--- config.mk ---
export PLATFORM = sky130hd
export DESIGN_NAME = patternGen
export DESIGN_NICKNAME = d
export VERILOG_FILES = /design/src/hdl/patternGen.sv
export VERILOG_INCLUDE_DIRS = /design/src /design/src/common
export SDC_FILE = /design/constraint.sdc
export NUM_CORES = 1
export LEC_CHECK = 0
export ABC_AREA = 1
export BUFFER_PORTS_ARGS = -buffer_cell sky130_fd_sc_hd__buf_2
export CAP_MARGIN = 20
export CORE_MARGIN = 2
export CORE_UTILIZATION = 35
export DETAILED_ROUTE_END_ITERATION = 8
export SYNTH_ARGS = -nofsm -noshare
export SYNTH_HDL_FRONTEND = slang
export SYNTH_SLANG_ARGS = --single-unit
export TNS_END_PERCENT = 5
--- constraint.sdc ---
create_clock -name clock1 -period 2.15 [get_ports clock1]
set_input_delay 0.5375 -clock clock1 [delete_from_list [all_inputs] [get_ports clock1]]
set_output_delay 0.5375 -clock clock1 [all_outputs]
set_load 0.05 [all_outputs]
--- src/common/sdram_consts.svh ---
`ifndef SDRAM_CONSTS_SVH
`define SDRAM_CONSTS_SVH

//////////////////////////////
// SDRAM geometry
//////////////////////////////
`define SDRAM_BANK_BITS 2  // 4 banks
`define SDRAM_ROW_BITS 13  // 8192 rows
`define SDRAM_COL_BITS 9   // 512 columns
`define SDRAM_DATA_BITS 16

//////////////////////////////
// SDRAM timing, in clock1 cycles
//////////////////////////////
`define SDRAM_INIT_CYCLES 200        // Power-up wait, short for simulation
`define SDRAM_TRCD 2                 // ACTIVE to READ/WRITE
`define SDRAM_TRP 2                  // PRECHARGE to next command
`define SDRAM_TRFC 7                 // REFRESH to next command
`define SDRAM_CAS 2                  // CAS latency
`define SDRAM_REFRESH_INTERVAL 780   // Between auto-refreshes

//////////////////////////////
// Test and report
//////////////////////////////
`define TEST_WORDS 64        // Words per pass
`define PATTERN_SEED 16'hACE1
`define UART_DIV 16          // Cycles per serial bit

`endif

--- src/hdl/patternGen.sv ---
`default_nettype none

`include "sdram_consts.svh"

module patternGen (
    input  wire         clock1,
    input  wire         rst_n,
    input  wire         patternStart,  // Back to seed
    input  wire         patternStep,   // One shift
    output logic [15:0] pattern
);

    logic feedback;

    // Fibonacci taps 16, 14, 13, 11
    assign feedback = pattern[15] ^ pattern[13] ^ pattern[12] ^ pattern[10];

    always_ff @(posedge clock1 or negedge rst_n) begin
        if (!rst_n) begin
            pattern <= `PATTERN_SEED;
        end else if (patternStart) begin
            pattern <= `PATTERN_SEED;              // Restart wins over step
        end else if (patternStep) begin
            pattern <= {pattern[14:0], feedback};
        end
    end

endmodule

`default_nettype wire

Word-level counts from Yosys, hierarchy flattened
Cells that the tools add are included.

Memories: 0. Memory bits (writable): 0. Bits in registers: 16. Output and inout bits: 16. Bits of input ports: 4. Memory bits (read-only): 0. Word-level logic and storage cells: 7. Bits in latches: 0.

Reductions and logical operators: 1. Equality and inequality tests: 0. Shift-type cells: 0. Bitwise operators: 3. Add/subtract/negate cells: 0. $mul: 0. Multiplexer cells: 2. Order comparisons: 0. Div/mod/pow operators: 0.

Operators with widths (number): $mux W16 (2); $xor A1 B1 Y1 (3); $reduce_bool A2 Y1 (1).

Logic depth before layout (Yosys ltp)
Depth after elaboration: 5. Mapped depth: 6. Mapped depth without buffers: 6.

Least setup slack after synthesis
Ideal clock, no wire load.

Kind: reg-to-output. From: reg pattern[10]. To: out pattern[10]. Cell stages (with the launch flop): 1. Required time: 1612 ps. Buffers on the path: 0. Arrival: 680 ps. Setup slack: 933 ps. Cell sequence: dfstp_2.

RTL lines: start: declaration (RTL line patternGen.sv:10) `output logic [15:0] pattern`; start signal: assignment (RTL line patternGen.sv:20) `` pattern <= `PATTERN_SEED; ``; start signal: assignment (RTL line patternGen.sv:22) `` pattern <= `PATTERN_SEED; ``; start signal: assignment (RTL line patternGen.sv:24) `pattern <= {pattern[14:0], feedback};`.

No word-level cell between the ends.

Worst setup path in the final report
From: reg pattern[15]. To: out pattern[15].

No word-level cell between the ends.

==> flow_metrics.env <==
export IMPL_synth_cells=69
export IMPL_startpoint="pattern[15]$_DFFE_PN1P_"
export IMPL_synth_top_area_cell="dfstp_2"
export IMPL_critPathKind="flip-flop to output port"
export IMPL_nFillCells=201
export IMPL_drv_cap=0
export IMPL_finalCriticalPeriod_ps=1640
export IMPL_end_kind="output port"
export IMPL_drt_iter0_markers=10
export IMPL_power_density_nw_per_um2=813
export IMPL_timing_critical_path_slowest_stage_cell="dfstp_2"
export IMPL_rsz0062_at_grt="false"
export IMPL_status="finished, final reports clean"
export IMPL_die_y_um=47.8
export IMPL_pwr_share_clk_pct=28.0
export IMPL_cp_top_family="flip-flops"
export IMPL_fp_coreArea_um2=1760
export IMPL_ctsResizeCount=0
export IMPL_grt_pass1_vias=499
export IMPL_rows=15
export IMPL_ys_warn_count=0
export IMPL_gr_usage_all_layers_pct=13.5
export IMPL_synthTopCellsByArea="dfstp_2 31%, dfrtp_1 30%, nand2_1 8.9%, inv_1 8.4%, a22oi_1 7.8%"
export IMPL_comb_power_share_pct=22.1
export IMPL_path_clk_slew_ps=90
export IMPL_post_route_drc_count=0
export IMPL_largest_reg_flops=16
export IMPL_synth_area_um2=672
export IMPL_fin_crit_sh_pct=76.1
export IMPL_start_util_pct=38.1
export IMPL_worst_path_largest_cell_delay_ps=560
export IMPL_diodes=0
export IMPL_postCtsHoldBufs=0
export IMPL_regToRegEndpoint="pattern[0]$_DFFE_PN1P_"
export IMPL_slew_limit_headroom_pct=76.9
export IMPL_largest_register="pattern"
export IMPL_power_internal_uw=463
export IMPL_first_pass_iters=2
export IMPL_crit_path_end="pattern[15]"
export IMPL_peakVddDrop_v=0.000433
export IMPL_timing_hold_ws_ps=151
export IMPL_numClockSinks=16
export IMPL_area_delta_synth_final_pct=24.2
export IMPL_dieArea_um2=2290
export IMPL_min_path_type="input pin to asynchronous set/reset pin"
export IMPL_wl_per_cell_um=11.2
export IMPL_dpl_hpwl_um=1010
export IMPL_finalSetupViolations=0
export IMPL_seqPwrFrac_pct=49.8
export IMPL_cts_tree="built"
export IMPL_ctsHtreeMaxLevel=1
export IMPL_hold_violations=0
export IMPL_grt_pass1_wl_um=2080
export IMPL_slew_violations=0
export IMPL_arrival_ps=1100
export IMPL_final_nets=97
export IMPL_utilization_pct=47.3
export IMPL_synth_distinct_cells=11
export IMPL_antenna_left=0
export IMPL_seqCellArea_um2=410
export IMPL_fmax_ghz=0.612
export IMPL_drive_gt1_share_pct=39.1
export IMPL_routabilityCongestion=0.711
export IMPL_grt_antenna_before_repair=0
export IMPL_top_regs="pattern: 16 flops"
export IMPL_wirelength_um=1310
export IMPL_synth_top_cell_area_share_pct=31.3
export IMPL_tightest_slew_ps=347
export IMPL_io_pins=20
export IMPL_p_sw_share_pct=31.7
export IMPL_critPathMaxFanout=4
export IMPL_ff2ff_setup_slack_ps=1150
export IMPL_layout_common_cells="19 x buf_2, 16 x nand2_1, 15 x inv_1"
export IMPL_cp_depth=1
export IMPL_clockBufferDepth=2
export IMPL_critical_path_buf_inv_count=1
export IMPL_synth_nets=73
export IMPL_fin_setup_tns_ps=0
export IMPL_ff2ff_path_depth=6
export IMPL_clk_latency_ps=280
export IMPL_p_sw_uw=215
export IMPL_syn_area_per_cell_um2=9.74
export IMPL_grt_max_degree=17
export IMPL_numCtsBuffers=3
export IMPL_ys_seq_elements=16
export IMPL_path_cells="buf_2"
export IMPL_crit_path_start_kind="flip-flop"
export IMPL_grt_overflow_total=0
export IMPL_cts_root_buf="clkbuf_4"
export IMPL_vias=532
export IMPL_die_w_um=47.8
export IMPL_final_common_cell="buf_2"
export IMPL_clock_skew_ps=4.61
export IMPL_io_buffers=19
export IMPL_viasPerCell=4.55
export IMPL_crit_required_ps=1610
export IMPL_synth_seq_area_share_pct=61.1
export IMPL_crit_reg2reg_launch="pattern[10]$_DFFE_PN1P_"
export IMPL_cts_setup_buffers=0
export IMPL_multiInputGateArea_um2=194
export IMPL_p_leak_nw=0.442
-- how the worst min path moves through the flow --
stage          slack [ps]  cells past startpoint                       to
2_1_floorplan         240                      0  pattern[12]$_DFFE_PN0P_
3_3_place_gp          460                      1   pattern[4]$_DFFE_PN0P_
3_5_place_dp          470                      1   pattern[3]$_DFFE_PN0P_
4_1_cts               150                      1   pattern[8]$_DFFE_PN0P_
5_1_grt               160                      1   pattern[8]$_DFFE_PN0P_
6_report              150                      1   pattern[9]$_DFFE_PN0P_
-- power groups by stage --
stage	clock (mW)	combinational (mW)	sequential (mW)
floorplan	0	0.0433	0.412
global placement	0	0.150	0.343
detailed placement	0	0.152	0.344
CTS	0.206	0.152	0.339
global route	0.218	0.162	0.341
finish	0.190	0.150	0.338
-- cell usage after synthesis --
master	count
a22oi_1	7
inv_1	15
o21ai_0	1
nor2_4	2
inv_2	3
nand3_1	1
nand2_1	16
o22ai_1	7
a21oi_1	1
dfstp_2	8
dfrtp_1	8
-- cell families after synthesis --
kind of cell           synth area share, %
AND/OR/NAND/NOR                       13.0
buffers and inverters                 10.1
flip-flops                            61.1
AO/OA/AOI/OAI                         15.8
-- final cells by class --
| cell class | count | share of cell area [%] |
|---|---|---|
| Multi-Input combinational cell | 35 | 23.2 |
| Sequential cell | 16 | 49.2 |
| Inverter | 18 | 8.10 |
| Tap cell | 25 | 3.75 |
| Clock buffer | 4 | 4.35 |
| Timing Repair Buffer | 19 | 11.4 |
-- metrics by stage --
stage	worst slack, ps	power (mW)	instances	cell area, um^2
finish	515	0.678	117	835
global route	456	0.722	117	835
CTS	493	0.697	117	835
detailed placement	822	0.496	113	798
global placement	832	0.493	113	798
floorplan	933	0.455	69	672
-- metal layers --
| metal | global-route usage [%] | vias to the layer above | share of wire [%] | wire (um) |
|---|---|---|---|---|
| met5 | 0 | - | 0 | 0 |
| met4 | 6.49 | 0 | 0.46 | 6 |
| met1 | 16.8 | 246 | 47 | 614 |
| met2 | 21.6 | 13 | 48 | 630 |
| met3 | 3.77 | 2 | 4.6 | 61 |
| li1 | - | 271 | - | - |
Note: power is estimated with default switching activity, not from simulation.
