<file path="config.mk">
export PLATFORM = sky130hd
export DESIGN_NAME = memTester_flat
export DESIGN_NICKNAME = d
export VERILOG_FILES = /design/src/common/sdramPkg.sv /design/src/common/memReqIf.sv /design/src/hdl/memTester.sv /design/src/flat_wrapper.sv
export VERILOG_INCLUDE_DIRS = /design/src /design/src/common
export SDC_FILE = /design/constraint.sdc
export NUM_CORES = 1
export LEC_CHECK = 0
export ABC_AREA = 1
export ABC_CLOCK_PERIOD_IN_PS = 2600
export BUFFER_PORTS_ARGS = -buffer_cell sky130_fd_sc_hd__buf_2
export CAP_MARGIN = 0
export CORE_UTILIZATION = 35
export CTS_CLUSTER_DIAMETER = 50
export DETAILED_ROUTE_END_ITERATION = 10
export HOLD_SLACK_MARGIN = 0.12
export MAX_ROUTING_LAYER = met4
export PLACE_DENSITY = 0.62
export SLEW_MARGIN = 0
export SYNTH_ARGS = -nofsm -noshare
export SYNTH_HDL_FRONTEND = slang
export SYNTH_SLANG_ARGS = --single-unit
</file>
<file path="constraint.sdc">
create_clock -name clock1 -period 2.6 [get_ports clock1]
set_input_delay 0.13 -clock clock1 [delete_from_list [all_inputs] [get_ports clock1]]
set_output_delay 0.13 -clock clock1 [all_outputs]
set_load 0.05 [all_outputs]
</file>
<file path="src/common/sdram_consts.svh">
`ifndef SDRAM_CONSTS_SVH
`define SDRAM_CONSTS_SVH

//////////////////////////////
// SDRAM geometry
//////////////////////////////
`define SDRAM_BANK_BITS 2  // 4 banks
`define SDRAM_ROW_BITS 13  // 8192 rows
`define SDRAM_COL_BITS 9   // 512 columns
`define SDRAM_DATA_BITS 16

//////////////////////////////
// SDRAM timing, in clock1 cycles
//////////////////////////////
`define SDRAM_INIT_CYCLES 200        // Power-up wait, short for simulation
`define SDRAM_TRCD 2                 // ACTIVE to READ/WRITE
`define SDRAM_TRP 2                  // PRECHARGE to next command
`define SDRAM_TRFC 7                 // REFRESH to next command
`define SDRAM_CAS 2                  // CAS latency
`define SDRAM_REFRESH_INTERVAL 780   // Between auto-refreshes

//////////////////////////////
// Test and report
//////////////////////////////
`define TEST_WORDS 64        // Words per pass
`define PATTERN_SEED 16'hACE1
`define UART_DIV 16          // Cycles per serial bit

`endif

</file>
<file path="src/common/sdramPkg.sv">
`default_nettype none

package sdramPkg;

    // Controller view of a word address
    typedef struct packed {
        logic [1:0]  bank;
        logic [12:0] row;
        logic [8:0]  col;
    } sdramFields_s;

    // Tester counts on flat, controller decodes fields
    typedef union packed {
        logic [23:0]  flat;
        sdramFields_s fields;
    } sdramAddr_u;

    // Bit order is {nCS, nRAS, nCAS, nWE}
    typedef enum logic [3:0] {
        NOP       = 4'b0111,
        ACTIVE    = 4'b0011,
        READ      = 4'b0101,
        WRITE     = 4'b0100,
        PRECHARGE = 4'b0010,
        REFRESH   = 4'b0001,
        LOAD_MODE = 4'b0000
    } sdramCmd_e;

    // Sent as passCount first, then errCount
    typedef struct packed {
        logic [7:0] passCount;
        logic [7:0] errCount;
    } report_s;

endpackage

`default_nettype wire

</file>
<file path="src/common/memReqIf.sv">
`default_nettype none

// Call/done request path, tester to controller
interface memReqIf;

    logic [1:0]           call;   // [1] write, [0] read
    logic [1:0]           done;   // One-cycle pulse, same bit order
    sdramPkg::sdramAddr_u addr;
    logic [15:0]          wdata;
    logic [15:0]          rdata;  // Valid while done[0]

    // Holds call, addr and wdata until done
    modport requester (
        output call,
        output addr,
        output wdata,
        input  done,
        input  rdata
    );

    modport server (
        input  call,
        input  addr,
        input  wdata,
        output done,
        output rdata
    );

endinterface

`default_nettype wire

</file>
<file path="src/hdl/memTester.sv">
`default_nettype none

`include "sdram_consts.svh"

module memTester (
    input  wire                clock1,
    input  wire                rst_n,
    memReqIf.requester         mem,
    output wire                patternStart,
    output wire                patternStep,
    input  wire  [15:0]        pattern,
    output logic               send,
    output sdramPkg::report_s  report,
    input  wire                busy,
    output logic               led
);

    typedef enum logic [2:0] {
        stStart, stWrite, stReadInit, stRead, stSend
    } testState_e;

    testState_e           state;
    sdramPkg::sdramAddr_u reqAddr;  // Flat word index
    logic [7:0]           passCount;
    logic [7:0]           errCount;
    logic                 lastWord;

    assign lastWord  = (reqAddr.flat == 24'(`TEST_WORDS - 1));
    assign mem.addr  = reqAddr;
    assign mem.wdata = pattern;     // Stable until done, steps after

    // Generator follows the phases
    assign patternStart = (state == stStart) || (state == stReadInit);
    assign patternStep  = (state == stWrite && mem.done[1]) ||
                          (state == stRead && mem.done[0]);

    always_ff @(posedge clock1 or negedge rst_n) begin
        if (!rst_n) begin
            state     <= stStart;
            reqAddr   <= '0;
            passCount <= '0;
            errCount  <= '0;
            mem.call  <= 2'b00;
            send      <= 1'b0;
            report    <= '0;
            led       <= 1'b0;
        end else begin
            send <= 1'b0;  // One-cycle pulse
            case (state)
                stStart: begin
                    reqAddr.flat <= '0;
                    errCount     <= '0;
                    state        <= stWrite;
                end
                stWrite: begin
                    if (mem.done[1]) begin
                        mem.call <= 2'b00;  // Drop for a cycle
                        if (lastWord) state <= stReadInit;
                        else reqAddr.flat <= reqAddr.flat + 1'b1;
                    end else begin
                        mem.call <= 2'b10;
                    end
                end
                stReadInit: begin
                    reqAddr.flat <= '0;
                    state        <= stRead;
                end
                stRead: begin
                    if (mem.done[0]) begin
                        mem.call <= 2'b00;
                        if (mem.rdata != pattern) begin
                            led <= 1'b1;  // Sticky
                            if (errCount != 8'hFF) errCount <= errCount + 1'b1;
                        end
                        if (lastWord) state <= stSend;
                        else reqAddr.flat <= reqAddr.flat + 1'b1;
                    end else begin
                        mem.call <= 2'b01;
                    end
                end
                stSend: begin
                    if (!busy) begin  // Previous frame gone
                        send             <= 1'b1;
                        report.passCount <= passCount;
                        report.errCount  <= errCount;
                        passCount        <= passCount + 1'b1;  // Wraps
                        state            <= stStart;
                    end
                end
                default: state <= stStart;
            endcase
        end
    end

endmodule

`default_nettype wire

</file>
<file path="src/flat_wrapper.sv">
// flat-port wrapper written by rule: the top's interface ports become plain ports
module memTester_flat 
  (clock1, rst_n, patternStart, patternStep, pattern, send, report, busy, led, mem_call, mem_addr, mem_wdata, mem_done, mem_rdata);
  memReqIf mem_i ();
  input  wire clock1;
  input  wire rst_n;
  output wire patternStart;
  output wire patternStep;
  input  wire  [15:0] pattern;
  output logic send;
  output sdramPkg::report_s report;
  input  wire busy;
  output logic led;
  output wire logic [$bits(mem_i.call)-1:0] mem_call;
  output wire logic [$bits(mem_i.addr)-1:0] mem_addr;
  output wire logic [$bits(mem_i.wdata)-1:0] mem_wdata;
  input wire logic [$bits(mem_i.done)-1:0] mem_done;
  input wire logic [$bits(mem_i.rdata)-1:0] mem_rdata;
  assign mem_call = mem_i.call;
  assign mem_addr = mem_i.addr;
  assign mem_wdata = mem_i.wdata;
  assign mem_i.done = mem_done;
  assign mem_i.rdata = mem_rdata;
  memTester u_core (.clock1(clock1), .rst_n(rst_n), .mem(mem_i), .patternStart(patternStart), .patternStep(patternStep), .pattern(pattern), .send(send), .report(report), .busy(busy), .led(led));
endmodule
</file>
# ---- Word level (Yosys, flattened, before mapping)
# Cells that the tools add are included.
dict set report word_totals {
  ff_bits 63
  in_bits 37
  output_inout_bits 62
}
dict set report op_classes {
  add_sub_neg 3
  eq_ne 14
  n_mux 19
  bitwise_logic 1
  n_reduce_logical 14
}
# cell n
set op_table {}
lappend op_table {{24-bit 2-to-1 mux} 3}
lappend op_table {{24-bit one-hot mux with 3 select lines} 1}
lappend op_table {{24-bit by 1-bit adder with 24-bit output (second input constant)} 1}
lappend op_table {{24-bit by 6-bit == test with 1-bit output (second input constant)} 1}
lappend op_table {{8-bit 2-to-1 mux} 3}
lappend op_table {{8-bit by 1-bit adder with 8-bit output (second input constant)} 2}
lappend op_table {{16-bit != test} 1}
lappend op_table {{8-bit one-hot mux with 2 select lines} 1}
lappend op_table {{3-bit 2-to-1 mux} 5}
lappend op_table {{3-bit one-hot mux with 5 select lines} 1}
lappend op_table {{2-bit != test (second input constant)} 5}
lappend op_table {{8-bit != test (second input constant)} 1}
lappend op_table {{3-bit by 2-bit == test with 1-bit output (second input constant)} 2}
lappend op_table {{3-bit AND reduction} 2}
lappend op_table {{5-bit AND reduction} 1}
lappend op_table {{2-bit by 1-bit != test with 1-bit output (second input constant)} 2}
lappend op_table {{2-bit one-hot mux with 2 select lines} 1}
lappend op_table {{4-bit AND reduction} 1}
lappend op_table {{2-bit nonzero test} 2}
lappend op_table {{3-bit by 1-bit == test with 1-bit output (second input constant)} 1}
lappend op_table {{3-bit == test (second input constant)} 1}
lappend op_table {{3-bit zero test} 1}
lappend op_table {{1-bit 2-to-1 mux} 3}
lappend op_table {{3-bit nonzero test} 1}
lappend op_table {{other kinds (6)} 8}

# ---- Logic depth before layout (Yosys ltp)
dict set report logic_depth {
  word_depth 5
  ltp_mapped 12
  depth_no_buf 12
}

# ---- Worst setup path after synthesis
# No wires, ideal clock.
dict set report synth_timing {
  kind {flip-flop to flip-flop}
  from {register u_core.reqAddr, in the netlist u_core.mem.addr[0]}
  to {register u_core.reqAddr, in the netlist u_core.mem.addr[4]}
  t_arrival_ps 1972
  setup_slack_ps 510
  stages_incl_launch_ff 10
  period_less_slack_ps 2090
  cell_sequence {dfrtp_1 > ha_1 > nand3_2 > nor2_1 > nand3_2 > o21ai_4 > inv_4 > buf_6 > nand2_1 > nand2_1}
}
dict set report synth_between {
  elab_chain_cells 4
}
# element line
set synth_lines {}
lappend synth_lines {{from (decl)} memTester.sv:23} ;# sdramPkg::sdramAddr_u reqAddr;
lappend synth_lines {{24-bit by 1-bit adder with 24-bit output or 24-bit by 6-bit == test with 1-bit output (tied branches)} {memTester.sv:59, memTester.sv:76, memTester.sv:28}}
lappend synth_lines {{24-bit 2-to-1 mux (*)} {memTester.sv:58, memTester.sv:75}}
lappend synth_lines {{24-bit 2-to-1 mux, on equally long branches} {memTester.sv:69, memTester.sv:56}}
lappend synth_lines {{24-bit one-hot mux with 3 select lines (*)} memTester.sv:49} ;# case (state)
# Mark *: on every way between the ends. The rest lies on a longest branch, timed or not. The select of a mux whose other input is x is not followed.
# A chain may end at the register's enable or synchronous reset.

# ---- Worst setup path in the final report
dict set report layout_timing {
  from {register u_core.reqAddr, in the netlist u_core.mem.addr[0]}
  to {register u_core.reqAddr, in the netlist u_core.mem.addr[14]}
}
# The elaborated chain is that of the path after synthesis.

==> impl_metrics.py <==
metrics = {
    "cts": {
        "cts_buffer_depth": 2,
        "cts_hold_buf": 4,
        "cts_made_buffers": 9,
        "cts_resized": 0,
        "htreeDepth": 3,
        "cts_tree": "yes",
        "insertion_delay_ps": 340,
        "cts_setup_buffers": 0,
        "cts_sinks": 63,
        "clockRootBuffer": "clkbuf_8",
        "clk_pin_slew_ps": 70,
    },
    "die": {
        "core-area_um2": 10500,
        "dieWidth_um": 107,
        "die_h_um": 107,
        "core.rowCount": 37,
        "io_pins": 99,
        "start_util_pct": 36.7,
        "die-area_um2": 11400,
    },
    "setup_path": {
        "rrSetupSlack_ps": 510,
        "worstSetupEndpointType": "flop",
        "critPathKind": "flop to flop",
        "reg2reg_from": "u_core.mem.addr[0]$_DFFE_PN0P_",
        "reg2reg_depth": 8,
        "r2r_end": "u_core.mem.addr[14]$_DFFE_PN0P_",
        "worstPathMaxFanout": 18,
        "cp.required_ps": 2820,
        "crit_arrival_ps": 2310,
        "crit_path_start_kind": "flop",
    },
    "global_routing": {
        "grt_start_max_net_pins": 29,
        "use_met1_pct": 22.5,
        "grt_pass1_wl_mm": 15.8,
        "use_met3_pct": 3.22,
        "grt_pass1_vias": 3445,
        "antenna_found_initial": 0,
        "track_usage_pct": 18.0,
        "globalRouteOverflowTotal": 0,
        "use_met2_pct": 29.2,
        "grt_busiest_layer": "met2",
    },
    "outcome": {
        "outcome": "completed",
    },
    "drt": {
        "route.detailed.drc": 0,
        "first_pass_iters": 5,
        "postRouteAntennaNets": 0,
        "routed_wl_mm": 9.37,
        "initialDrtViolationCount": 186,
        "via_count": 3693,
        "via_per_inst": 4.69,
        "routedWlPerCell_um": 11.9,
    },
    "logic_synthesis": {
        "syn-num-nets": 591,
        "seq_area_frac_synth_pct": 40.9,
        "synthCells": 551,
        "syn_area_um2": 3850,
        "avgSynthCellArea_um2": 6.99,
        "ys_ff_latch": 63,
        "synth_cell_types": 31,
        "ys_warn_count": 0,
    },
    "timing": {
        "final.setup_skew_ps": 12.3,
        "max_slew.worst_pin.slew_ps": 463,
        "fin_setup_tns_ps": 0,
        "period_share_pct": 80.2,
        "fin_hold_ws_ps": 179,
        "period_needed_ps": 2090,
        "rsz0062_at_grt": "false",
        "max_freq_ghz": 0.479,
        "setup_violations": 0,
        "relSlewSlack_pct": 69.0,
        "hold_violations": 0,
        "finalMaxSlewViolations": 0,
    },
    "finish": {
        "antennaDiodeCount": 0,
        "fillers": 1091,
        "final_cell_mix": "nand2_1, buf_2, inv_1, nor2_1, dfrtp_1",
        "mostFrequentLayoutCell": "nand2_1",
        "utilization_pct": 44.3,
        "fin_cells": 787,
        "syn_to_final_growth_pct": 20.7,
        "fin_nets": 686,
        "regArea_um2": 1580,
        "drive_gt1_share_pct": 22.0,
        "multi_input_area_um2": 1790,
    },
    "pwr": {
        "p_leak_nw": 2.59,
        "cellPowerDensity_nw_per_um2": 798,
        "max-vdd-ir-drop_mv": 0.377,
    },
    "placed_design": {
        "port-buffer-count": 98,
        "post-dp-hpwl_mm": 7.30,
        "gp_congestion": 0.941,
        "dp_cells": 767,
    },
    "min_path": {
        "min_path_type": "input pin to asynchronous set/reset pin",
    },
    "job": {
        "drv_cap": 0,
    },
}
## worst max-delay path: stages, from the launching register on
cell and delay, ps:
dfrtp_1 440, ha_1 300, nand3_2 170, nor2_1 170, nand3_2 130, o21ai_4 410, inv_4 180, nand2_1 90
o21ai_0 70
## sequential cells by signal, summed over array words and instances (netlist names)
register          cells
u_core.mem.addr      24
u_core.report        16
u_core.errCount       8
u_core.passCount      8
u_core.state          3
u_core.mem.call       2
u_core.led            1
u_core.send           1
## Yosys cell counts, drive strengths merged
cell,instances,area share [%]
o21ai,36,5.3
nand3,47,6.6
nor4,1,0.16
nor2,69,7.0
or2,1,0.16
nor3b,1,0.32
buf,20,4.1
a31o,1,0.23
ha,3,0.97
a21oi,5,0.65
nand2,180,18
nand3b,1,0.19
nor3,11,1.4
o22ai,3,0.81
clkbuf,3,0.29
xor2,19,4.3
inv,83,8.2
dfrtp,63,41
nand4,4,0.65
## layout make-up
type	count	share of cell area, %
clock buffer	10	2.96
clock inverter	6	1.99
inverter	83	6.75
multi-input combinational	382	38.5
sequential	63	33.9
tap	136	3.66
timing repair buffer	107	12.2
## power by group
| part | total (mW) | internal, mW | switching (mW) | leakage (nW) |
|---|---|---|---|---|
| combinational | 1.50 | 0.367 | 1.13 | 1.65 |
| sequential | 1.24 | 1.10 | 0.141 | 0.832 |
| clock | 0.977 | 0.571 | 0.407 | 0.109 |
## worst max path at each step
stage	start	to	cells after the start
4_1_cts	u_core.mem.addr[0]$_DFFE_PN0P_	u_core.mem.addr[14]$_DFFE_PN0P_	8
2_1_floorplan	u_core.mem.addr[0]$_DFFE_PN0P_	u_core.mem.addr[4]$_DFFE_PN0P_	9
6_report	u_core.mem.addr[0]$_DFFE_PN0P_	u_core.mem.addr[14]$_DFFE_PN0P_	8
5_1_grt	u_core.mem.addr[0]$_DFFE_PN0P_	u_core.mem.addr[11]$_DFFE_PN0P_	8
3_5_place_dp	u_core.mem.addr[0]$_DFFE_PN0P_	u_core.mem.addr[14]$_DFFE_PN0P_	8
3_3_place_gp	u_core.mem.addr[0]$_DFFE_PN0P_	u_core.mem.addr[12]$_DFFE_PN0P_	8
## stage by stage
stage | power, mW | area [µm²] | worst slack, ps
2_1_floorplan | 2.39 | 3850 | 510
3_3_place_gp | 2.73 | 4380 | 643
3_5_place_dp | 2.75 | 4380 | 501
4_1_cts | 3.75 | 4650 | 484
5_1_grt | 3.96 | 4650 | 224
6_report | 3.71 | 4650 | 514
## layer usage
layer | up-vias | share of wire, %
met3 | 6 | 4.5
met2 | 97 | 48
met5 | - | 0
met1 | 1713 | 46
met4 | 0 | 1.1
li1 | 1877 | -
## logic make-up after synthesis
kind of cell / synth area share [%]
xor gates and xnor gates: 4.32
DFF: 40.9
and+or+nand+nor: 34.3
buffers and inverters: 12.6
adders and majority gates: 0.974
AOI/OAI and AO/OA: 6.95
(Power assumes the default switching activity.)
