[src/common/sdram_consts.svh]
`ifndef SDRAM_CONSTS_SVH
`define SDRAM_CONSTS_SVH

//////////////////////////////
// SDRAM geometry
//////////////////////////////
`define SDRAM_BANK_BITS 2  // 4 banks
`define SDRAM_ROW_BITS 13  // 8192 rows
`define SDRAM_COL_BITS 9   // 512 columns
`define SDRAM_DATA_BITS 16

//////////////////////////////
// SDRAM timing, in clock1 cycles
//////////////////////////////
`define SDRAM_INIT_CYCLES 200        // Power-up wait, short for simulation
`define SDRAM_TRCD 2                 // ACTIVE to READ/WRITE
`define SDRAM_TRP 2                  // PRECHARGE to next command
`define SDRAM_TRFC 7                 // REFRESH to next command
`define SDRAM_CAS 2                  // CAS latency
`define SDRAM_REFRESH_INTERVAL 780   // Between auto-refreshes

//////////////////////////////
// Test and report
//////////////////////////////
`define TEST_WORDS 64        // Words per pass
`define PATTERN_SEED 16'hACE1
`define UART_DIV 16          // Cycles per serial bit

`endif

[src/common/sdramPkg.sv]
`default_nettype none

package sdramPkg;

    // Controller view of a word address
    typedef struct packed {
        logic [1:0]  bank;
        logic [12:0] row;
        logic [8:0]  col;
    } sdramFields_s;

    // Tester counts on flat, controller decodes fields
    typedef union packed {
        logic [23:0]  flat;
        sdramFields_s fields;
    } sdramAddr_u;

    // Bit order is {nCS, nRAS, nCAS, nWE}
    typedef enum logic [3:0] {
        NOP       = 4'b0111,
        ACTIVE    = 4'b0011,
        READ      = 4'b0101,
        WRITE     = 4'b0100,
        PRECHARGE = 4'b0010,
        REFRESH   = 4'b0001,
        LOAD_MODE = 4'b0000
    } sdramCmd_e;

    // Sent as passCount first, then errCount
    typedef struct packed {
        logic [7:0] passCount;
        logic [7:0] errCount;
    } report_s;

endpackage

`default_nettype wire

[src/hdl/uartTx.sv]
`default_nettype none

`include "sdram_consts.svh"

module uartTx (
    input  wire               clock1,
    input  wire               rst_n,
    input  wire               send,
    input  wire sdramPkg::report_s report,
    output logic              busy,
    output wire               txd
);

    localparam int DivW = $clog2(`UART_DIV);

    logic [19:0]     frame;   // Two 8N1 bytes, LSB out first
    logic [4:0]      bitIdx;
    logic [DivW-1:0] divCnt;
    logic            bitEnd;

    assign bitEnd = (divCnt == DivW'(`UART_DIV - 1));
    assign txd    = busy ? frame[0] : 1'b1;  // Idle high

    always_ff @(posedge clock1 or negedge rst_n) begin
        if (!rst_n) begin
            busy   <= 1'b0;
            bitIdx <= '0;
            divCnt <= '0;
        end else if (!busy) begin
            busy   <= send;
            bitIdx <= '0;
            divCnt <= '0;
        end else if (bitEnd) begin
            divCnt <= '0;
            bitIdx <= bitIdx + 1'b1;
            if (bitIdx == 5'd19) busy <= 1'b0;  // Last stop bit out
        end else begin
            divCnt <= divCnt + 1'b1;
        end
    end

    // stop, errCount, start, stop, passCount, start
    always_ff @(posedge clock1) begin
        if (!busy && send) begin
            frame <= {1'b1, report.errCount, 1'b0, 1'b1, report.passCount, 1'b0};
        end else if (busy && bitEnd) begin
            frame <= {1'b1, frame[19:1]};
        end
    end

endmodule

`default_nettype wire

[config.mk]
export PLATFORM = sky130hd
export DESIGN_NAME = uartTx
export DESIGN_NICKNAME = d
export VERILOG_FILES = /design/src/common/sdramPkg.sv /design/src/hdl/uartTx.sv
export VERILOG_INCLUDE_DIRS = /design/src /design/src/common
export SDC_FILE = /design/constraint.sdc
export NUM_CORES = 1
export LEC_CHECK = 0
export BUFFER_PORTS_ARGS = -buffer_cell sky130_fd_sc_hd__buf_2
export CAP_MARGIN = 20
export CORE_MARGIN = 10
export CORE_UTILIZATION = 40
export DETAILED_ROUTE_END_ITERATION = 8
export GPL_ROUTABILITY_DRIVEN = 1
export PLACE_DENSITY = 0.65
export SYNTH_ARGS = -nofsm -noshare
export SYNTH_HDL_FRONTEND = slang
export SYNTH_SLANG_ARGS = --single-unit
[constraint.sdc]
create_clock -name clock1 -period 3.8 [get_ports clock1]
set_input_delay 0.19 -clock clock1 [delete_from_list [all_inputs] [get_ports clock1]]
set_output_delay 0.19 -clock clock1 [all_outputs]
set_load 0.01 [all_outputs]
# Word level (Yosys, flattened, before mapping)
# Index checks and enable logic that the tools add are counted.
# W data, S select, Z words.
dict set report op_classes {
  addsub 2
  eq_ne 3
  mux 10
  n_reduce_logical 4
}
# cell count
set ops {}
lappend ops {{$mux W19} 2}
lappend ops {{$mux W5} 2}
lappend ops {{$mux W4} 2}
lappend ops {{$add A5 B1 Y5 const B} 1}
lappend ops {{$eq A5 B5 Y1 const B} 1}
lappend ops {{$add A4 B1 Y4 const B} 1}
lappend ops {{$eq A4 B4 Y1 const B} 1}
lappend ops {{$mux W1} 4}
lappend ops {{$logic_and A1 B1 Y1} 2}
lappend ops {{$ne A2 B1 Y1 const B} 1}
lappend ops {{$reduce_bool A2 Y1} 1}
lappend ops {{$logic_not A1 Y1} 1}
dict set report totals {
  regBits 29
  in_bits 19
  out_inout_bits 2
  wordCells 24
}

# Depth between registers and ports, before layout
# Gate-level depths: netlist of run 1.
dict set report logic_depth {
  word_depth 4
  ltp_mapped 6
  depth_no_buf 4
}

# Worst setup path after synthesis of run 1
# OpenSTA, ideal clock, no wires.
dict set report synth_timing {
  path_type {register to register}
  from {reg divCnt[0]}
  to {reg frame[11] (enable)}
  setup_ps 375
  arrival_ps 1492
  t_required_ps 3425
  path_slack_ps 1933
  path_stages_with_launch 6
  n_path_buf 2
  period_less_slack_ps 1867
  cell_sequence {dfrtp_1 -> ha_1 -> and4_4 -> buf_6 -> buf_6 -> nand2b_1}
}
dict set report synth_between {
  elab_chain_cells 3
}
# element line_no
set synth_rtl {}
lappend synth_rtl {{start: declaration} uartTx.sv:18} ;# logic [DivW-1:0] divCnt;
lappend synth_rtl {{start signal: assignment} uartTx.sv:38} ;# divCnt <= divCnt + 1'b1;
lappend synth_rtl {{$eq A4 B4 Y1} uartTx.sv:21} ;# assign bitEnd = (divCnt == DivW'(`UART_DIV - 1));
lappend synth_rtl {{$logic_and A1 B1 Y1} uartTx.sv:46} ;# end else if (busy && bitEnd) begin
lappend synth_rtl {{$reduce_bool A2 Y1 (no line)} n/a}
lappend synth_rtl {{end signal: assignment} uartTx.sv:45} ;# frame <= {1'b1, report.errCount, 1'b0, 1'b1, report.passCount, 1'b0};
lappend synth_rtl {{end signal: assignment} uartTx.sv:47} ;# frame <= {1'b1, frame[19:1]};
lappend synth_rtl {{end: declaration} uartTx.sv:16} ;# logic [19:0] frame;
# No other way between the ends.
# A chain may end at the register's enable or synchronous reset.

# Final worst setup path of run 1
dict set report layout_timing {
  from {reg divCnt[0]}
  to {reg frame[4] (enable)}
}
# The elaborated chain is that of the path after synthesis.

==> run summary, run 1 <==
status -> completed
Worst Path Arrival -> 2.03 ns
Synth Area in Simple Gates -> 0.122
clock root buffer master -> clkbuf_4
Peak Freq -> 483 MHz
total vias in the final route -> 800
# diodes -> 0
first-iteration detailed-routing DRC count -> 83
latest clock arrival within the worst-skew pair -> 0.32 ns
Placement Cell Area -> 0.00136 mm2
Post-Synthesis Cells -> 96
clock tree sinks -> 29
number of buffers created by CTS -> 5
count leader, synth -> edfxtp_1
total die area -> 0.00582 mm2
routed length per instance -> 14.3 um
grt total ovfl -> 0
largest net degree at the start of global routing -> 24
Hold Fails Final Rpt -> 0
Worst Slack Setup Final -> 1.73 ns
CP endpoint kind -> register
worst-path fanout max -> 23
Clock Skews -> 0.00246 ns
CP required -> 3.76 ns
largest family of logic cells by synthesized area -> compound AO/OA/AOI/OAI gates
syn_area_per_cell -> 13.2 um2
Initial Utilization -> 0.416
DRC -> 0
Slew headroom -> 0.504
Die Y -> 76.3 um
# placed instances -> 153
met1 usage -> 0.101
initial antenna violation count -> 0
mux cell area share after synthesis -> 0.0237
Core ar. -> 0.00305 mm2
post-CTS setup buffers -> 0
Yosys warning count -> 0
Area Overhead vs Synth -> 14.8%
top-area cell type share of the netlist area -> 0.379
Via density -> 4.91
fill count -> 304
synth unique cells -> 27
post-synthesis compound-gate area fraction -> 0.137
Synth top cells by count -> edfxtp_1 (16), a22o_1 (15), dfrtp_1 (10)
total power -> 584 uW
clk slew on worst S/H paths -> 0.09 ns
fin area -> 0.00146 mm2
Tmin final -> 2.07 ns
DP HPWL -> 1580 um
syn_nets -> 117
Max-Cap Viols -> 0
Top Usage Layer GRT -> met2
met3 GRT Util -> 0.0389
multi-input combinational cell area -> 410 um2
Synth area leaders -> edfxtp_1 (38%), dfrtp_1 (20%), a22o_1 (10%)
Place WS -> 1.74 ns
Row Count -> 20
Cell Area, Synth -> 0.00127 mm2
top cell type by total area after synthesis -> edfxtp_1
HP Class -> in2reg
Register Area -> 791 um2
classification of the worst setup path -> reg2reg
unrepaired setup endpoints after global routing -> no
register area share after synthesis -> 0.623
hold_sp -> report[7]
fraction of registers with async set/reset -> 0.345
Post-Synth Adder-Cell Area -> 0.0197
CTS Buffer Depth -> 2
aggregate routed wire length -> 2340 um
main flop type after synthesis -> edfxtp_1
overall routing resource usage -> 0.0850
Final Setup Violations -> 0
# IOs -> 21
CP startpoint kind -> register
peak supply drop -> 0.206 mV
GPL Wtd Cong -> 0.785
DRT antenna net count -> 0
Die Wd -> 76.3 um
grt met2 use -> 0.128
Leakage Power -> 0.605 nW
Final Non-Filler Cells -> 163
Yosys reg bits -> 29
share of layout cells above drive strength 1 -> 0.235
Sum Neg Setup Slack -> 0 ns
Final Core Density -> 0.477
number of global-route vias before repair -> 850
CTS tree -> done
count of input and output buffers -> 20
Setup crit start -> divCnt[0]$_DFF_PN0_
EDFF count, synth -> 16
Pre-antenna DRT Iters -> 4
worst slew pin tran -> 0.743 ns
reg2reg start -> divCnt[0]$_DFF_PN0_
xor and xnor fraction of the mapped netlist area -> 0.0207
first-pass GRT wire length -> 4030 um
Final Cycle Share -> 0.545
Max Transition Viols Final -> 0
layout net count -> 139
PD cells -> 401 mW/mm2
worst hold margin -> 0.143 ns
number of H-tree levels -> 2
==> cells by family after synthesis <==
kind of cell | count (synthesis)
flip-flops | 29
AND/OR/NAND/NOR | 27
AO/OA/AOI/OAI | 23
buffers and inverters | 9
XOR/XNOR | 3
multiplexers | 3
adder cells (fa/ha/maj) | 2
==> critical path, stage by stage (launching register included) <==
cell and delay (ns):
dfrtp_1 0.40, ha_1 0.26, and4_4 0.42, nand2b_1 0.63
==> power by group <==
| part | switching, mW | internal [mW] |
|---|---|---|
| combinational | 0.00517 | 0.00724 |
| clock | 0.106 | 0.137 |
| sequential | 0 | 0.329 |
==> metal layers <==
metal  vias to the layer above  share of wire
met5                         -              0
met4                         0          0.012
met3                         2          0.061
met2                        18           0.48
met1                       381           0.45
li1                        399              -
==> state kept, by name, indices dropped and copies added (netlist names) <==
signal  cells
busy        1
divCnt      4
bitIdx      5
frame      19
==> what timing repair did <==
item | CTS | global route
gates resized for setup | 0 | 0
hold buffers | 1 | 0
endpoints found under the hold margin | 10 | 0
==> placed cells by master, fill, tap and decap left out, drive strengths merged, types with 3 or more instances in the layout <==
cell    count
buf        21
edfxtp     16
a22o       15
dfrtp      10
nand2       7
clkbuf      6
nand2b      5
o21ai       5
and2        3
nand4       3
mux2i       3
dfxtp       3
==> worst paths after layout <==
path | cells after the start | slack [ns] | to
min in group asynchronous | 2 | 0.24 | divCnt[3]$_DFF_PN0_
min reg2reg | 2 | 0.46 | frame[9]$_SDFFE_PP1P_
max in group asynchronous | 2 | 3.37 | divCnt[0]$_DFF_PN0_
max reg2reg | 3 | 1.73 | frame[4]$_DFFE_PP_
max | 3 | 1.73 | frame[4]$_DFFE_PP_
min | 2 | 0.14 | frame[18]$_DFFE_PP_
==> area by class of cell <==
type | count | share of cell area
repair buffers | 22 | 0.0808
multi-input cells | 58 | 0.282
flip-flops and latches | 29 | 0.543
well taps | 44 | 0.0378
inverters | 2 | 0.00515
clock inverters | 2 | 0.0232
clock buffers | 6 | 0.0284
No activity file was read; power rests on OpenSTA's default activity.
==> run 2: changes to the inputs <==
- clock period: 3.8 -> 2.1 ns (I/O delays scaled with it)
==> run summary, run 2 (synthesized netlist as in run 1, its figures left out) <==
Hold Fails Final Rpt -> 0 (unchanged)
Final Core Density -> 0.475 (-0.00164)
Row Count -> 20 (unchanged)
unrepaired setup endpoints after global routing -> no
Placement Cell Area -> 0.00139 mm2 (+1.7%)
Die Wd -> 76.3 um (unchanged)
Initial Utilization -> 0.416 (unchanged)
Area Overhead vs Synth -> 14.4%
Max Transition Viols Final -> 0 (unchanged)
DP HPWL -> 1590 um (+0.53%)
Leakage Power -> 0.607 nW (+0.33%)
Via density -> 4.89 (-0.35%)
Worst Slack Setup Final -> 0.383 ns (-1.35 ns)
first-iteration detailed-routing DRC count -> 36 (-57%)
CP endpoint kind -> register
Clock Skews -> 0.0106 ns (+0.00814 ns)
Reg2Reg Depth -> 4 (+1)
Tmin final -> 1.72 ns (-0.354 ns)
largest net degree at the start of global routing -> 24 (unchanged)
DRT antenna net count -> 0 (unchanged)
Core ar. -> 0.00305 mm2 (unchanged)
GPL Wtd Cong -> 0.828 (+5.5%)
CTS tree -> done
grt total ovfl -> 0 (unchanged)
count of input and output buffers -> 20 (unchanged)
hold_sp -> report[7]
Max-Cap Viols -> 0 (unchanged)
commonest cells after routing, fill and taps aside -> buf_2 (20), edfxtp_1 (16), a22o_1 (15), dfrtp_1 (10), nand2_1 (7)
worst hold margin -> 0.0576 ns (-0.0852 ns)
HP Class -> in2reg
share of layout cells above drive strength 1 -> 0.264 (+0.0292)
commonest non-fill, non-tap cell in the layout -> buf_2
total power -> 942 uW (+61%)
latest clock arrival within the worst-skew pair -> 0.33 ns (about the same)
peak supply drop -> 0.343 mV (+66%)
number of buffers created by CTS -> 5 (unchanged)
overall routing resource usage -> 0.0889 (+0.00383)
Place WS -> 0.396 ns (-1.34 ns)
fill count -> 288 (-5.3%)
Final Setup Violations -> 0 (unchanged)
clock root buffer master -> clkbuf_4
layout net count -> 141 (+1.4%)
hold path endpoint -> frame[18]$_DFFE_PP_
max reg flops -> 19 (unchanged)
number of global-route vias before repair -> 866 (+1.9%)
classification of the worst setup path -> reg2reg
hold path cells -> 2 (unchanged)
clock tree sinks -> 29 (unchanged)
Final Non-Filler Cells -> 165 (+1.2%)
Die Y -> 76.3 um (unchanged)
reg2reg start -> divCnt[0]$_DFF_PN0_
CTS Buffer Depth -> 2 (unchanged)
total vias in the final route -> 807 (+0.88%)
Peak Freq -> 583 MHz (+21%)
Biggest register -> frame
Final Cycle Share -> 0.817 (+0.273)
worst slew pin tran -> 0.362 ns (-0.381 ns)
number of H-tree levels -> 2 (unchanged)
routed length per instance -> 14.2 um (-0.79%)
CP startpoint kind -> register
initial antenna violation count -> 0 (unchanged)
Worst Path Arrival -> 1.75 ns (-0.28 ns)
worst-path fanout max -> 23 (unchanged)
first-pass GRT wire length -> 4050 um (+0.52%)
PD cells -> 649 mW/mm2 (+62%)
post-CTS setup buffers -> 0 (unchanged)
fin area -> 0.00145 mm2 (-0.34%)
reg-to-reg endpoint -> frame[17]$_DFFE_PP_
R2R Setup Slk -> 0.38 ns (-1.35 ns)
CP required -> 2.14 ns (-1.62 ns)
total die area -> 0.00582 mm2 (unchanged)
Slew headroom -> 0.758 (+0.254)
# diodes -> 0 (unchanged)
# IOs -> 21 (unchanged)
aggregate routed wire length -> 2350 um (+0.43%)
Pre-antenna DRT Iters -> 4 (unchanged)
# placed instances -> 156 (+2.0%)
biggest regs -> frame (19), bitIdx (5), divCnt (4)
DRC -> 0 (unchanged)
clk slew on worst S/H paths -> 0.09 ns (about the same)
Sum Neg Setup Slack -> 0 ns (unchanged)
Setup crit start -> divCnt[0]$_DFF_PN0_
status -> completed
==> run 2: cell count changes in the layout (fill, tap and decap cells not counted), sizes merged <==
cell / before / now
buf: 21 / 23
bufinv: 1 / 0
clkbuf: 6 / 5
clkinv: 1 / 2
clkinvlp: 0 / 1
==> run 2: critical path: stages, from the launching register on <==
cell      delay, ns
dfrtp_1        0.40
ha_1           0.26
and4_4         0.41
nand2b_1       0.18
buf_4          0.18
==> run 2: where the power goes <==
group	switching, mW	leakage, nW	internal, mW
logic	0.00865	0.280	0.0130
clock network	0.200	0.0310	0.126
registers	0	0.296	0.595
total	0.209	0.607	0.733
==> run 2: metal layers <==
layer	track usage	part of all wire	up-vias
met5	0	0	-
met4	0.0576	0.029	0
met3	0.0413	0.054	6
met2	0.135	0.47	18
met1	0.0976	0.45	382
li1	-	-	401
==> run 2: final cells by class <==
type / count / area, um2 / share of cell area
Timing Repair Buffer: 24 / 133 / 0.0914
Clock inverter: 3 / 17.5 / 0.0121
Multi-Input combinational cell: 58 / 410 / 0.283
Tap cell: 44 / 55.1 / 0.0379
Sequential cell: 29 / 791 / 0.545
Clock buffer: 5 / 37.5 / 0.0259
Inverter: 2 / 7.51 / 0.00517
==> run 2: worst max-delay path by stage <==
stage | endpoint | slack [ns]
finish | frame[17]$_DFFE_PP_ | 0.38
global route | frame[13]$_DFFE_PP_ | 0.28
global placement | frame[16]$_DFFE_PP_ | 0.46
detailed placement | frame[18]$_DFFE_PP_ | 0.40
CTS | frame[18]$_DFFE_PP_ | 0.37
floorplan | frame[11]$_DFFE_PP_ | 0.23
==> run 2: what timing repair did <==
action                    in CTS  in global routing
hold buffers                   1                  0
gates resized for setup        0                  0
hold endpoints to repair      10                  0
==> run 3: changes to the inputs <==
- clock period: 2.1 -> 1.6 ns (I/O delays scaled with it)
==> run summary, run 3 (synthesized netlist as in run 1, its figures left out) <==
multi-input combinational cell area -> 434 um2 (+5.8%)
Register Area -> 791 um2 (unchanged)
CP max stage delay -> 0.40 ns (about the same)
commonest cells after routing, fill and taps aside -> buf_2 (20), edfxtp_1 (16), a22o_1 (15), dfrtp_1 (10), nand2_1 (7)
routed length per instance -> 14.1 um (-0.98%)
Via density -> 4.93 (+0.88%)
Clock Skews -> 0.0109 ns (+0.000282 ns)
Final Core Density -> 0.483 (+0.00779)
biggest regs -> frame (19), bitIdx (5), divCnt (4)
# diodes -> 0 (unchanged)
clock root buffer master -> clkbuf_4
worst hold margin -> 0.0328 ns (-0.0248 ns)
Slew headroom -> 0.791 (+0.0327)
CP endpoint kind -> register
crit-path cells -> ha_2, and4_4, nand2b_4
Core ar. -> 0.00305 mm2 (unchanged)
critical path's top delay family -> simple AND/OR/NAND/NOR gates
clock tree sinks -> 29 (unchanged)
fill count -> 308 (+6.9%)
Initial Utilization -> 0.416 (unchanged)
share of layout cells above drive strength 1 -> 0.287 (+0.0224)
worst-path fanout max -> 24 (+4.3%)
DRC -> 0 (unchanged)
# placed instances -> 156 (unchanged)
Die Y -> 76.3 um (unchanged)
first-iteration detailed-routing DRC count -> 55 (+53%)
number of H-tree levels -> 2 (unchanged)
CTS Buffer Depth -> 2 (unchanged)
Area Overhead vs Synth -> 16.3%
worst slew pin tran -> 0.313 ns (-0.0491 ns)
Worst Slack Setup Final -> 0.0635 ns (-0.320 ns)
layout net count -> 142 (+0.71%)
Biggest register -> frame
count of input and output buffers -> 20 (unchanged)
total vias in the final route -> 819 (+1.5%)
latest clock arrival within the worst-skew pair -> 0.33 ns (about the same)
post-CTS setup buffers -> 0 (unchanged)
unrepaired setup endpoints after global routing -> yes
Worst Path Arrival -> 1.57 ns (-0.18 ns)
HP Class -> in2reg
peak supply drop -> 0.396 mV (+16%)
Final Non-Filler Cells -> 166 (+0.61%)
Peak Freq -> 651 MHz (+12%)
overall routing resource usage -> 0.0818 (-0.00704)
DRT antenna net count -> 0 (unchanged)
Tmin final -> 1.54 ns (-0.180 ns)
status -> completed
initial antenna violation count -> 0 (unchanged)
first-pass GRT wire length -> 3880 um (-4.1%)
CP max-delay cell -> dfrtp_1
Max-Cap Viols -> 0 (unchanged)
Row Count -> 20 (unchanged)
number of buffers created by CTS -> 5 (unchanged)
Hold Fails Final Rpt -> 0 (unchanged)
# IOs -> 21 (unchanged)
CTS tree -> done
CP startpoint kind -> register
GPL Wtd Cong -> 0.690 (-17%)
clk slew on worst S/H paths -> 0.10 ns (about the same)
PD cells -> 836 mW/mm2 (+29%)
number of global-route vias before repair -> 856 (-1.2%)
classification of the worst setup path -> reg2reg
Pre-antenna DRT Iters -> 3 (-1)
Die Wd -> 76.3 um (unchanged)
critical path buffer and inverter count -> 0 (-1)
CP required -> 1.64 ns (-0.50 ns)
DP HPWL -> 1650 um (+3.8%)
Leakage Power -> 0.613 nW (+1.0%)
Place WS -> 0.0116 ns (-0.384 ns)
Final Setup Violations -> 0 (unchanged)
grt total ovfl -> 0 (unchanged)
Max Transition Viols Final -> 0 (unchanged)
commonest non-fill, non-tap cell in the layout -> buf_2
Final Cycle Share -> 0.960 (+0.143)
largest net degree at the start of global routing -> 25 (+4.2%)
max reg flops -> 19 (unchanged)
total die area -> 0.00582 mm2 (unchanged)
aggregate routed wire length -> 2340 um (-0.38%)
==> run 3: cell types whose count changed in the layout (fill, tap and decap cells not counted), sizes merged <==
cell and change:
nand2b +1
==> run 3: final cells by class <==
type                    count  share of cell area
clock inverters             3              0.0119
well taps                  44              0.0373
inverters                   2             0.00509
clock buffers               5              0.0254
flip-flops and latches     29               0.536
repair buffers             24              0.0899
multi-input cells          59               0.294
==> run 3: worst paths after layout <==
path	startpoint	slack (ns)	depth (start not counted)	end
worst min register to register	frame[0]$_SDFFE_PP0P_	0.46	2	frame[0]$_SDFFE_PP0P_
worst max register to register	divCnt[0]$_DFF_PN0_	0.06	3	frame[16]$_DFFE_PP_
max in group asynchronous	rst_n	1.27	2	busy$_DFF_PN0_
worst min-delay path	report[13]	0.03	2	frame[6]$_DFFE_PP_
min in group asynchronous	rst_n	0.13	2	bitIdx[1]$_DFFE_PN0P_
worst max-delay path	divCnt[0]$_DFF_PN0_	0.06	3	frame[16]$_DFFE_PP_
==> run 3: timing repair <==
item | CTS | global route
gates cloned | 1 | 0
endpoints found under the setup margin | 6 | 14
hold endpoints to repair | 10 | 0
resized for setup | 0 | 2
pin swaps | 0 | 1
hold buffers | 1 | 0
==> run 3: power breakdown <==
part	total [mW]	switching [mW]	internal (mW)
sequential	0.780	0	0.780
combinational	0.0288	0.0116	0.0171
clock	0.424	0.259	0.165
total	1.23	0.270	0.963
==> run 3: layer usage <==
layer	global-route usage	share of wire	wire length, um	vias to the layer above
met5	0	0	0	-
met4	0.0446	0.021	49	0
met3	0.0342	0.055	129	7
met2	0.128	0.48	1130	17
met1	0.0927	0.44	1030	390
li1	-	-	-	405
==> run 3: through the flow <==
step | setup TNS, ns | area (um2) | power, mW
6_report | 0 | 1480 | 1.23
5_1_grt | -0.0649 | 1480 | 1.29
4_1_cts | 0 | 1470 | 1.26
3_5_place_dp | 0 | 1390 | 0.824
3_3_place_gp | 0 | 1390 | 0.824
2_1_floorplan | 0 | 1280 | 0.797
